--- config.mk ---
export PLATFORM = sky130hd
export DESIGN_NAME = index_gen_top
export DESIGN_NICKNAME = d
export VERILOG_FILES = /design/src/verilog/index_gen_pkg.sv /design/src/verilog/index_gen_if.sv /design/src/verilog/index_counter.sv /design/src/verilog/index_gen_ctrl.sv /design/src/verilog/index_gen_top.sv /design/src/verilog/request_builder.sv /design/src/verilog/request_queue.sv
export SDC_FILE = /design/constraint.sdc
export NUM_CORES = 2
export LEC_CHECK = 0
export ABC_AREA = 1
export ABC_CLOCK_PERIOD_IN_PS = 11600
export BUFFER_PORTS_ARGS = -buffer_cell sky130_fd_sc_hd__buf_4
export CORE_MARGIN = 1.5
export CORE_UTILIZATION = 67
export DETAILED_ROUTE_END_ITERATION = 10
export PLACE_DENSITY = 0.85
export SLEW_MARGIN = 20
export SYNTH_ARGS = -nofsm -noshare
export SYNTH_HDL_FRONTEND = slang
export SYNTH_SLANG_ARGS = --single-unit
--- constraint.sdc ---
create_clock -name ap_clk -period 11.6 [get_ports ap_clk]
set_input_delay 3.48 -clock ap_clk [delete_from_list [all_inputs] [get_ports ap_clk]]
set_output_delay 3.48 -clock ap_clk [all_outputs]
set_load 0.05 [all_outputs]
--- src/verilog/index_gen_pkg.sv ---
/* Index generator shared constants */

package index_gen_pkg;

    // ----------------------------------------------------------
    // Datapath widths
    // ----------------------------------------------------------
    localparam int INDEX_W = 32;
    localparam int ADDR_W  = 48;
    localparam int SHIFT_W = 3;

    // Request queue sizing, pointers wrap at the depth
    localparam int QUEUE_DEPTH       = 16;
    localparam int QUEUE_PROG_THRESH = 12;
    localparam int QUEUE_PTR_W       = 4;

    // Credits the consumer grants after reset
    localparam int CREDIT_MAX = 8;
    localparam int CREDIT_W   = 4;

    // ----------------------------------------------------------
    // Sequencer FSM encoding
    // ----------------------------------------------------------
    localparam logic [2:0] ST_IDLE  = 3'd0;
    localparam logic [2:0] ST_LOAD  = 3'd1;
    localparam logic [2:0] ST_RUN   = 3'd2;
    localparam logic [2:0] ST_PAUSE = 3'd3;
    localparam logic [2:0] ST_DRAIN = 3'd4;
    localparam logic [2:0] ST_DONE  = 3'd5;

endpackage

--- src/verilog/index_gen_if.sv ---
/* Index generator internal interfaces */

`timescale 1ns/1ps

// Sequencer to index counter
interface counter_if import index_gen_pkg::*; ();

    logic               load;
    logic               enable;
    logic [INDEX_W-1:0] load_value;
    logic [INDEX_W-1:0] stride;
    logic [INDEX_W-1:0] count;

    modport ctrl (
        output load, enable, load_value, stride,
        input  count
    );

    modport counter (
        input  load, enable, load_value, stride,
        output count
    );

endinterface

// Built request into the queue, one push per valid cycle
interface index_req_if import index_gen_pkg::*; ();

    logic               valid;
    logic [INDEX_W-1:0] index;
    logic [ADDR_W-1:0]  base;
    logic [ADDR_W-1:0]  offset;

    modport source (output valid, index, base, offset);

    modport sink (input valid, index, base, offset);

endinterface

--- src/verilog/index_counter.sv ---
/* Strided index counter */

`timescale 1ns/1ps

module index_counter import index_gen_pkg::*; (
    input  logic      ap_clk,
    input  logic      areset_generator,
    counter_if.counter cnt
);

    logic [INDEX_W-1:0] count_next;

    // Load wins over a stride step
    always_comb begin
        if (cnt.load) begin
            count_next = cnt.load_value;
        end else if (cnt.enable) begin
            count_next = cnt.count + cnt.stride;
        end else begin
            count_next = cnt.count;
        end
    end

    always_ff @(posedge ap_clk) begin
        if (areset_generator) begin
            cnt.count <= '0;
        end else begin
            cnt.count <= count_next;
        end
    end

endmodule

--- src/verilog/index_gen_ctrl.sv ---
/* Index generator sequencer */

`timescale 1ns/1ps

module index_gen_ctrl import index_gen_pkg::*; (
    input  logic               ap_clk,
    input  logic               areset_generator,
    input  logic               cfg_valid,
    output logic               cfg_ready,
    input  logic [INDEX_W-1:0] cfg_index_start,
    input  logic [INDEX_W-1:0] cfg_index_end,
    input  logic [INDEX_W-1:0] cfg_stride,
    input  logic [ADDR_W-1:0]  cfg_array_pointer,
    input  logic               cfg_shift_left,
    input  logic [SHIFT_W-1:0] cfg_shift_amount,
    counter_if.ctrl            cnt,
    output logic               issue,
    output logic [ADDR_W-1:0]  base,
    output logic               shift_left,
    output logic [SHIFT_W-1:0] shift_amount,
    input  logic               prog_full,
    input  logic               empty,
    output logic               done
);

    logic [2:0]         state;
    logic [2:0]         state_next;
    logic [INDEX_W-1:0] index_end;
    logic [INDEX_W-1:0] stride;
    logic               accept;
    logic               below_end;

    assign accept    = cfg_valid & cfg_ready;
    assign below_end = cnt.count < index_end;

    // ----------------------------------------------------------
    // Descriptor registers
    // ----------------------------------------------------------
    always_ff @(posedge ap_clk) begin
        if (accept) begin
            index_end    <= cfg_index_end;
            stride       <= cfg_stride;
            base         <= cfg_array_pointer;
            shift_left   <= cfg_shift_left;
            shift_amount <= cfg_shift_amount;
        end
    end

    // ----------------------------------------------------------
    // FSM
    // ----------------------------------------------------------
    always_ff @(posedge ap_clk) begin
        if (areset_generator) begin
            state <= ST_IDLE;
        end else begin
            state <= state_next;
        end
    end

    always_comb begin
        state_next = state;
        case (state)
            ST_IDLE:  if (accept) state_next = ST_LOAD;
            ST_LOAD:  state_next = ST_RUN;
            ST_RUN: begin
                if (!below_end) begin
                    state_next = ST_DRAIN;
                end else if (prog_full) begin
                    state_next = ST_PAUSE;
                end
            end
            ST_PAUSE: if (!prog_full) state_next = ST_RUN;
            // Last entry is already in the queue here
            ST_DRAIN: if (empty) state_next = ST_DONE;
            ST_DONE:  state_next = ST_IDLE;
            default:  state_next = ST_IDLE;
        endcase
    end

    assign cfg_ready = (state == ST_IDLE);
    assign done      = (state == ST_DONE);

    // Queue filling up stops issue in the same cycle
    assign issue = (state == ST_RUN) & below_end & ~prog_full;

    // Start index is loaded straight from the descriptor port
    assign cnt.load       = accept;
    assign cnt.load_value = cfg_index_start;
    assign cnt.enable     = issue;
    assign cnt.stride     = stride;

    // Each issued index moves the counter on by one stride
    a_issue_steps: assert property (@(posedge ap_clk) disable iff (areset_generator)
        issue |=> cnt.count == $past(cnt.count + stride));

endmodule

--- src/verilog/index_gen_top.sv ---
/* CSR index generator top level */

`timescale 1ns/1ps

module index_gen_top import index_gen_pkg::*; (
    input  logic               ap_clk,
    input  logic               areset_generator,
    // Descriptor
    input  logic               cfg_valid,
    output logic               cfg_ready,
    input  logic [INDEX_W-1:0] cfg_index_start,
    input  logic [INDEX_W-1:0] cfg_index_end,
    input  logic [INDEX_W-1:0] cfg_stride,
    input  logic [ADDR_W-1:0]  cfg_array_pointer,
    input  logic               cfg_shift_left,
    input  logic [SHIFT_W-1:0] cfg_shift_amount,
    // Requests to the consumer
    output logic               req_valid,
    output logic [INDEX_W-1:0] req_index,
    output logic [ADDR_W-1:0]  req_base,
    output logic [ADDR_W-1:0]  req_offset,
    input  logic               credit_return,
    output logic               done
);

    logic               issue;
    logic [ADDR_W-1:0]  base;
    logic               shift_left;
    logic [SHIFT_W-1:0] shift_amount;
    logic               prog_full;
    logic               empty;

    counter_if   cnt_if ();
    index_req_if req_if ();

    index_gen_ctrl u_ctrl (
        .ap_clk            (ap_clk),
        .areset_generator  (areset_generator),
        .cfg_valid         (cfg_valid),
        .cfg_ready         (cfg_ready),
        .cfg_index_start   (cfg_index_start),
        .cfg_index_end     (cfg_index_end),
        .cfg_stride        (cfg_stride),
        .cfg_array_pointer (cfg_array_pointer),
        .cfg_shift_left    (cfg_shift_left),
        .cfg_shift_amount  (cfg_shift_amount),
        .cnt               (cnt_if.ctrl),
        .issue             (issue),
        .base              (base),
        .shift_left        (shift_left),
        .shift_amount      (shift_amount),
        .prog_full         (prog_full),
        .empty             (empty),
        .done              (done)
    );

    index_counter u_counter (
        .ap_clk           (ap_clk),
        .areset_generator (areset_generator),
        .cnt              (cnt_if.counter)
    );

    request_builder u_builder (
        .ap_clk           (ap_clk),
        .areset_generator (areset_generator),
        .issue            (issue),
        .count            (cnt_if.count),
        .base             (base),
        .shift_left       (shift_left),
        .shift_amount     (shift_amount),
        .req              (req_if.source)
    );

    request_queue u_queue (
        .ap_clk           (ap_clk),
        .areset_generator (areset_generator),
        .req              (req_if.sink),
        .credit_return    (credit_return),
        .req_valid        (req_valid),
        .req_index        (req_index),
        .req_base         (req_base),
        .req_offset       (req_offset),
        .prog_full        (prog_full),
        .empty            (empty)
    );

endmodule

--- src/verilog/request_builder.sv ---
/* Request address formation */

`timescale 1ns/1ps

module request_builder import index_gen_pkg::*; (
    input  logic               ap_clk,
    input  logic               areset_generator,
    input  logic               issue,
    input  logic [INDEX_W-1:0] count,
    input  logic [ADDR_W-1:0]  base,
    input  logic               shift_left,
    input  logic [SHIFT_W-1:0] shift_amount,
    index_req_if.source        req
);

    logic [ADDR_W-1:0] index_wide;
    logic [ADDR_W-1:0] offset_next;

    // Widen first so a left shift keeps the upper bits
    assign index_wide = {{(ADDR_W-INDEX_W){1'b0}}, count};

    always_comb begin
        if (shift_left) begin
            offset_next = index_wide << shift_amount;
        end else begin
            offset_next = index_wide >> shift_amount;
        end
    end

    always_ff @(posedge ap_clk) begin
        if (areset_generator) begin
            req.valid <= 1'b0;
        end else begin
            req.valid <= issue;
        end
    end

    always_ff @(posedge ap_clk) begin
        if (issue) begin
            req.index  <= count;
            req.base   <= base;
            req.offset <= offset_next;
        end
    end

endmodule

--- src/verilog/request_queue.sv ---
/* Request FIFO with credit gated output */

`timescale 1ns/1ps

module request_queue import index_gen_pkg::*; (
    input  logic               ap_clk,
    input  logic               areset_generator,
    index_req_if.sink          req,
    input  logic               credit_return,
    output logic               req_valid,
    output logic [INDEX_W-1:0] req_index,
    output logic [ADDR_W-1:0]  req_base,
    output logic [ADDR_W-1:0]  req_offset,
    output logic               prog_full,
    output logic               empty
);

    logic [INDEX_W-1:0]     mem_index  [QUEUE_DEPTH];
    logic [ADDR_W-1:0]      mem_base   [QUEUE_DEPTH];
    logic [ADDR_W-1:0]      mem_offset [QUEUE_DEPTH];
    logic [QUEUE_PTR_W-1:0] wr_ptr;
    logic [QUEUE_PTR_W-1:0] rd_ptr;
    logic [QUEUE_PTR_W:0]   fill_count;
    logic [CREDIT_W-1:0]    credit_count;
    logic                   full;
    logic                   pop;

    assign empty     = (fill_count == '0);
    assign full      = (fill_count == QUEUE_DEPTH);
    assign prog_full = (fill_count >= QUEUE_PROG_THRESH);

    // A returning credit can be spent in the cycle it arrives
    assign pop = ~empty & ((credit_count != '0) | credit_return);

    // ----------------------------------------------------------
    // Storage
    // ----------------------------------------------------------
    always_ff @(posedge ap_clk) begin
        if (req.valid) begin
            mem_index[wr_ptr]  <= req.index;
            mem_base[wr_ptr]   <= req.base;
            mem_offset[wr_ptr] <= req.offset;
        end
    end

    always_ff @(posedge ap_clk) begin
        if (areset_generator) begin
            wr_ptr       <= '0;
            rd_ptr       <= '0;
            fill_count   <= '0;
            credit_count <= CREDIT_W'(CREDIT_MAX);
        end else begin
            if (req.valid) wr_ptr <= wr_ptr + 1'b1;
            if (pop) rd_ptr <= rd_ptr + 1'b1;
            case ({req.valid, pop})
                2'b10:   fill_count <= fill_count + 1'b1;
                2'b01:   fill_count <= fill_count - 1'b1;
                default: fill_count <= fill_count;
            endcase
            case ({credit_return, pop})
                2'b10:   credit_count <= credit_count + 1'b1;
                2'b01:   credit_count <= credit_count - 1'b1;
                default: credit_count <= credit_count;
            endcase
        end
    end

    // ----------------------------------------------------------
    // Output register
    // ----------------------------------------------------------
    always_ff @(posedge ap_clk) begin
        if (areset_generator) begin
            req_valid <= 1'b0;
        end else begin
            req_valid <= pop;
        end
    end

    always_ff @(posedge ap_clk) begin
        if (pop) begin
            req_index  <= mem_index[rd_ptr];
            req_base   <= mem_base[rd_ptr];
            req_offset <= mem_offset[rd_ptr];
        end
    end

    a_no_push_full: assert property (@(posedge ap_clk) disable iff (areset_generator)
        req.valid |-> !full);

    a_credit_bound: assert property (@(posedge ap_clk) disable iff (areset_generator)
        credit_count <= CREDIT_MAX);

endmodule
Yosys cells after proc, flatten, opt, wreduce, memory -nomap -nowiden
Memory sizes are Yosys's and may differ from the RTL's. A register that Yosys moved wholly into a read port is not among the register bits. Index checks and enable logic that the tools add are counted.

Register bits after elaboration: 298. Memory bits (writable): 2048. Output and inout port bits: 131. Logic and storage cells: 70. Memories: 3.

$add $sub $neg: 7. Order comparisons: 2. Equality and inequality tests: 13. Shifts and indexed selects: 2. Multiplexer cells: 13. Bitwise gates (word level): 7. Reduce and logical (&&, ||, !) cells: 7.

Memory list: u_queue.mem_base (words 16, bits a word 48, rd ports 1, clocked after memory_dff 1, wr ports 1, RTL line request_queue.sv:19) `logic [ADDR_W-1:0] mem_base [QUEUE_DEPTH];`; u_queue.mem_offset (words 16, bits a word 48, rd ports 1, clocked after memory_dff 1, wr ports 1, RTL line request_queue.sv:20) `logic [ADDR_W-1:0] mem_offset [QUEUE_DEPTH];`; u_queue.mem_index (words 16, bits a word 32, rd ports 1, clocked after memory_dff 1, wr ports 1, RTL line request_queue.sv:18) `logic [INDEX_W-1:0] mem_index [QUEUE_DEPTH];`.

Operators by type and width (count): 32-bit two-way mux (2); 48-bit two-way mux (1); 32-bit by 3-bit left shift with 48-bit output (1); 32-bit by 3-bit right shift with 48-bit output (1); 32-bit adder (1); 32-bit less-than comparator (1); 3-bit two-way mux (5); 3-bit one-hot mux with 5 select lines (1); 4-bit by 1-bit adder with 4-bit output, second input constant (3); 5-bit one-hot mux with 2 select lines (1); 4-bit one-hot mux with 2 select lines (1); 3-bit by 2-bit equality test with 1-bit output, second input constant (2); 3-bit equality test, second input constant (2); 2-bit nonzero test (3); 5-bit by 1-bit adder with 5-bit output, second input constant (1); 5-bit by 4-bit greater-or-equal comparator with 1-bit output, second input constant (1); 5-bit logical NOT (1); 5-bit by 1-bit subtractor with 5-bit output, second input constant (1); 1-bit bitwise AND (4); 2-bit by 1-bit equality test with 1-bit output, second input constant (2); 2-bit equality test, second input constant (2); 2-bit != test, second input constant (2); 4-bit AND reduction (1); 4-bit nonzero test (1); 8 further kinds (10).

Depth between registers and ports, before layout
Word-level depth: 5. Mapped depth: 17.

By module
A second synthesis with hierarchy kept.

Cells, all modules: 8351. Area, all modules: 100161.1 sq um.

By module, submodules not included: request_queue (times used 1, cells an instance 6775, area each 85859.8 sq um); request_builder (times used 1, cells an instance 624, area each 5935.7 sq um); index_gen_ctrl (times used 1, cells an instance 313, area each 4770.8 sq um); index_counter (times used 1, cells an instance 639, area each 3594.7 sq um).

Least setup slack after synthesis
OpenSTA, ideal clock, no wires.

Kind: input -> register. Start point: input port credit_return. End point: register u_queue.credit_count[3]. Setup time: 0.123 ns. Arrival time: 7.582 ns. Required time: 11.477 ns. Setup slack: 3.895 ns. Stages on the path: 14. Buffers on the path: 0. Path through: nor3_1 nand3_1 nand2_1 inv_1 ha_1 ha_1 nand2_1 nor2_1 a211oi_1 o21ai_0 a21oi_1 inv_1 a21oi_1 o21ai_0.

Word-level cells in the longest chain between the ends: 4.

Ends and longest elaborated chain: start, declared (RTL line index_gen_top.sv:22) `input logic credit_return,`; 1-bit OR (*) (RTL line request_queue.sv:33) `assign pop = ~empty & ((credit_count != '0) | credit_return);`; 1-bit bitwise AND (*) (RTL line request_queue.sv:33); via u_queue.pop (RTL line request_queue.sv:26) `logic pop;`; 2-bit by 1-bit equality test with 1-bit output or 2-bit equality test (tied branches) (RTL line request_queue.sv:60) `case ({credit_return, pop})`; 4-bit one-hot mux with 2 select lines or 2-bit nonzero test (tied branches); end signal, assigned (RTL line request_queue.sv:61) `2'b10: credit_count <= credit_count + 1'b1;`; end signal, assigned (RTL line request_queue.sv:62) `2'b01: credit_count <= credit_count - 1'b1;`; end signal, assigned (RTL line request_queue.sv:63) `default: credit_count <= credit_count;`; end, declared (RTL line request_queue.sv:24) `logic [CREDIT_W-1:0] credit_count;`.

The timed path passes the listed nets; every way through them passes the cells marked *. A chain may end at the register's enable or synchronous reset.

Worst setup path in the final report
Same ends and word-level chain as after synthesis.

==> flow_metrics.py <==
metrics = {
    "sta": {
        "tightest_slew_ns": 1.30,
        "relSlewSlack_pct": 13.2,
        "setup-violations-final": 0,
        "fin_tns_setup_ns": 0,
        "fin_crit_ns": 5.28,
        "post-route-period-util_pct": 45.5,
        "fmax_ghz": 0.189,
        "finClkSkew_ns": 0.0335,
        "hold_violations": 0,
        "grt_setup_unrepaired": "no",
        "maxSlewViolCount": 0,
    },
    "outcome": {
        "status": "finished, final reports clean",
    },
    "critical_path": {
        "rr_endpoint": "u_queue.req_offset[34]$_DFFE_PN_",
        "endpoint_kind": "flop",
        "crit_path_start": "credit_return",
        "startpoint_type": "input pin",
        "worstRegToRegCells": 8,
        "endpoint": "u_queue.credit_count[3]$_SDFFE_PP1P_",
        "r2r_start": "u_queue.rd_ptr[0]$_SDFFE_PP0N_",
        "critical_path_arrival_ns": 5.99,
        "cp_max_fo": 81,
        "cp.required_ns": 12.31,
        "reg2reg_slack_ns": 7.01,
        "critPathKind": "input pin to flop",
    },
    "grt": {
        "antenna_found_initial": 21,
        "grt_pass1_vias": 58817,
        "grt_usage_pct": 34.4,
        "grt_start_max_net_pins": 311,
        "grt-ovfl-total": 0,
        "grt_pass1_wl_um": 353000,
    },
    "finish": {
        "nNetsFinal": 7102,
        "n_fill_cell": 7557,
        "syn2layout_area_growth_pct": 11.0,
        "seq_area_mm2": 0.0689,
        "utilization_pct": 74.9,
        "multiInputGateArea_mm2": 0.0201,
        "stdcell_area_mm2": 0.102,
        "post_route_cells_drive_above_1_share_pct": 9.72,
    },
    "place": {
        "placed_area_mm2": 0.0947,
        "gp_congestion": 0.923,
        "io_buffers": 273,
        "post-dp-hpwl_um": 117000,
    },
    "clock_tree": {
        "cts_buffers": 213,
        "holdBufCountCts": 0,
        "clkLatencyLatePin_ns": 0.85,
        "post_cts_buffers": 0,
        "ctsResizeCount": 0,
        "cts_root_buffer": "clkbuf_16",
        "cts_tree": "yes",
        "clk_pin_slew_worst_paths_ns": 0.06,
        "cts_buffer_depth": 3,
        "cts_num_sinks": 2312,
        "htree_levels": 4,
    },
    "pwr": {
        "p_int_mw": 16.0,
        "seq_power_share_pct": 44.3,
        "ir_drop_v": 0.000232,
        "pwr-share-comb_pct": 28.4,
        "p_sw_mw": 9.07,
        "power_leakage_nw": 34.1,
        "finalPower_mw": 25.1,
        "switching_share_pct": 36.2,
        "power_density_mw_per_mm2": 247,
        "pwr-share-clk_pct": 27.3,
    },
    "drt": {
        "drc": 0,
        "wl_per_cell_um": 27.3,
        "dr.pass1.iters": 7,
        "dr.first_iter.drc_count": 9965,
        "routed_wl_um": 241000,
        "antenna_left": 0,
        "viasPerCell": 6.86,
        "vias": 60601,
    },
    "logic_synthesis": {
        "ys_ff_latch": 2312,
        "synthCells": 6758,
        "synthDistinctLibCells": 46,
        "synthAdderAreaFrac_pct": 1.08,
        "synth_compound_area_share_pct": 11.9,
        "netlist_area_mm2": 0.0914,
        "yosys.area_share.simple_pct": 8.11,
        "synth_top_cell_by_area": "edfxtp_1",
        "synth_top_family_by_area": "compound AO/OA/AOI/OAI gates",
        "synth_top_area_share_pct": 74.1,
        "synth_area_per_cell_um2": 13.5,
        "synthMuxAreaShare_pct": 0.493,
        "synthXorXnorAreaFrac_pct": 0.220,
        "ys_warn_count": 0,
        "synth.yosys.seq_area_share_pct": 75.3,
        "yosys-top-cells-area": "edfxtp_1 (74%), o21ai_0 (5.5%), nor2_1 (4.5%)",
    },
    "floorplanning": {
        "coreArea_mm2": 0.135,
        "die_area_mm2": 0.139,
        "die_x_um": 372,
        "die_h_um": 372,
        "fp-row-count": 135,
        "io_pins": 283,
        "start_util_pct": 67.5,
    },
    "job": {
        "maxCapViolCount": 0,
    },
    "hold_path": {
        "hold_class": "flop to flop",
    },
}
metal layers:
metal  up-vias  track usage, %  part of all wire [%]
met5         -               0                 0.053
met4        18            18.8                   5.5
met3       878            7.14                    13
met2      4984            54.0                    47
met1     29174            45.6                    34
li1      25547               -                     -
cells in the mapped netlist, drive strengths merged:
master,instances
nand4,26
nor3b,1
o22ai,134
nor4,3
nand3b,27
nor2,1099
buf,159
nand3,146
a21o,1
a211oi,3
clkbuf,293
o21ai,1012
xor2,13
o21bai,6
xnor2,10
a21oi,137
mux2i,45
o211ai,135
a31oi,2
o2111ai,5
fa,3
clkinv,1
conb,1
nor3,11
o21a,6
inv,192
ha,74
o221ai,348
nand2,547
or2,4
edfxtp,2258
dfxtp,54
o311ai,1
o31ai,1
state kept, by name (all words and copies together), names as in the netlist, 3 cells and up:
register / cells
u_builder.req.base: 48
u_builder.req.index: 32
u_builder.req.offset: 39
u_counter.cnt.count: 32
u_ctrl.base: 48
u_ctrl.cnt.stride: 32
u_ctrl.index_end: 32
u_ctrl.shift_amount: 3
u_ctrl.state: 3
u_queue.credit_count: 4
u_queue.fill_count: 5
u_queue.mem_base: 768
u_queue.mem_index: 512
u_queue.mem_offset: 624
u_queue.rd_ptr: 4
u_queue.req_base: 48
u_queue.req_index: 32
u_queue.req_offset: 39
u_queue.wr_ptr: 4
cell usage in the layout (no fill, tap or decap), drive strengths merged, types with 7 or more instances in the layout:
master / netlist / routed
edfxtp: 2258 / 2258
nor2: 1099 / 1099
o21ai: 1012 / 1012
nand2: 547 / 547
o221ai: 348 / 348
buf: 159 / 344
clkbuf: 293 / 267
inv: 192 / 199
nand3: 146 / 146
a21oi: 137 / 137
o211ai: 135 / 135
o22ai: 134 / 134
clkinv: 1 / 91
ha: 74 / 74
dfxtp: 54 / 54
mux2i: 45 / 45
nand3b: 27 / 27
nand4: 26 / 26
bufinv: 0 / 17
xor2: 13 / 13
nor3: 11 / 11
xnor2: 10 / 10
conb: 1 / 9
clkinvlp: 0 / 8
diode: 0 / 7
power groups by stage:
stage	sequential [mW]	combinational (mW)	clock, mW
after floorplan	11.6	4.13	0
final	11.1	7.13	6.84
after CTS	11.1	6.99	6.85
after global placement	11.2	6.64	0
after global routing	11.2	7.65	7.15
after detailed placement	11.2	6.89	0
how the worst min path moves through the flow:
stage	from	end	slack (ns)	cells past startpoint
after floorplan	u_ctrl.base[0]$_DFFE_PP_	u_builder.req.base[0]$_DFFE_PP_	0.40	0
after global placement	u_ctrl.base[18]$_DFFE_PP_	u_builder.req.base[18]$_DFFE_PP_	0.40	0
after detailed placement	u_ctrl.base[40]$_DFFE_PP_	u_builder.req.base[40]$_DFFE_PP_	0.40	0
after CTS	u_ctrl.base[40]$_DFFE_PP_	u_builder.req.base[40]$_DFFE_PP_	0.42	0
after global routing	u_ctrl.base[26]$_DFFE_PP_	u_builder.req.base[26]$_DFFE_PP_	0.43	0
final	u_ctrl.base[40]$_DFFE_PP_	u_builder.req.base[40]$_DFFE_PP_	0.42	0
layout make-up:
type | instances | area share (%)
inverters | 193 | 0.762
diodes | 7 | 0.0173
well taps | 1781 | 2.19
repair buffers | 344 | 2.73
multi-input cells | 3809 | 19.8
flip-flops and latches | 2312 | 67.9
clock buffers | 267 | 5.53
clock inverters | 122 | 1.15
worst max-delay path: stages:
cell,delay (ns)
buf_4,0.08
nor3_1,0.04
nand3_1,0.06
nand2_1,0.16
inv_6,0.71
ha_1,0.35
ha_1,0.29
nand2_1,0.08
nor2_1,0.04
a211oi_1,0.22
o21ai_0,0.11
a21oi_1,0.12
inv_1,0.06
a21oi_1,0.10
o21ai_0,0.08
logic make-up (layout without fill, tap and decap cells):
logic type,count (synthesis),in the layout
AO/OA/AOI/OAI,1791,1791
XOR/XNOR,23,23
adder cells (fa/ha/maj),77,77
buffers and inverters,645,926
flip-flops,2312,2312
multiplexers,45,45
other,1,16
AND/OR/NAND/NOR,1864,1864
through the flow:
step	hold WS, ns	cells	worst slack [ns]
2_1_floorplan	0.400	6766	3.89
4_1_cts	0.419	8827	6.31
5_1_grt	0.432	8828	6.05
3_5_place_dp	0.405	8438	5.41
6_report	0.418	8835	6.32
3_3_place_gp	0.403	8438	5.43
Power figures use the tool's default switching activity.
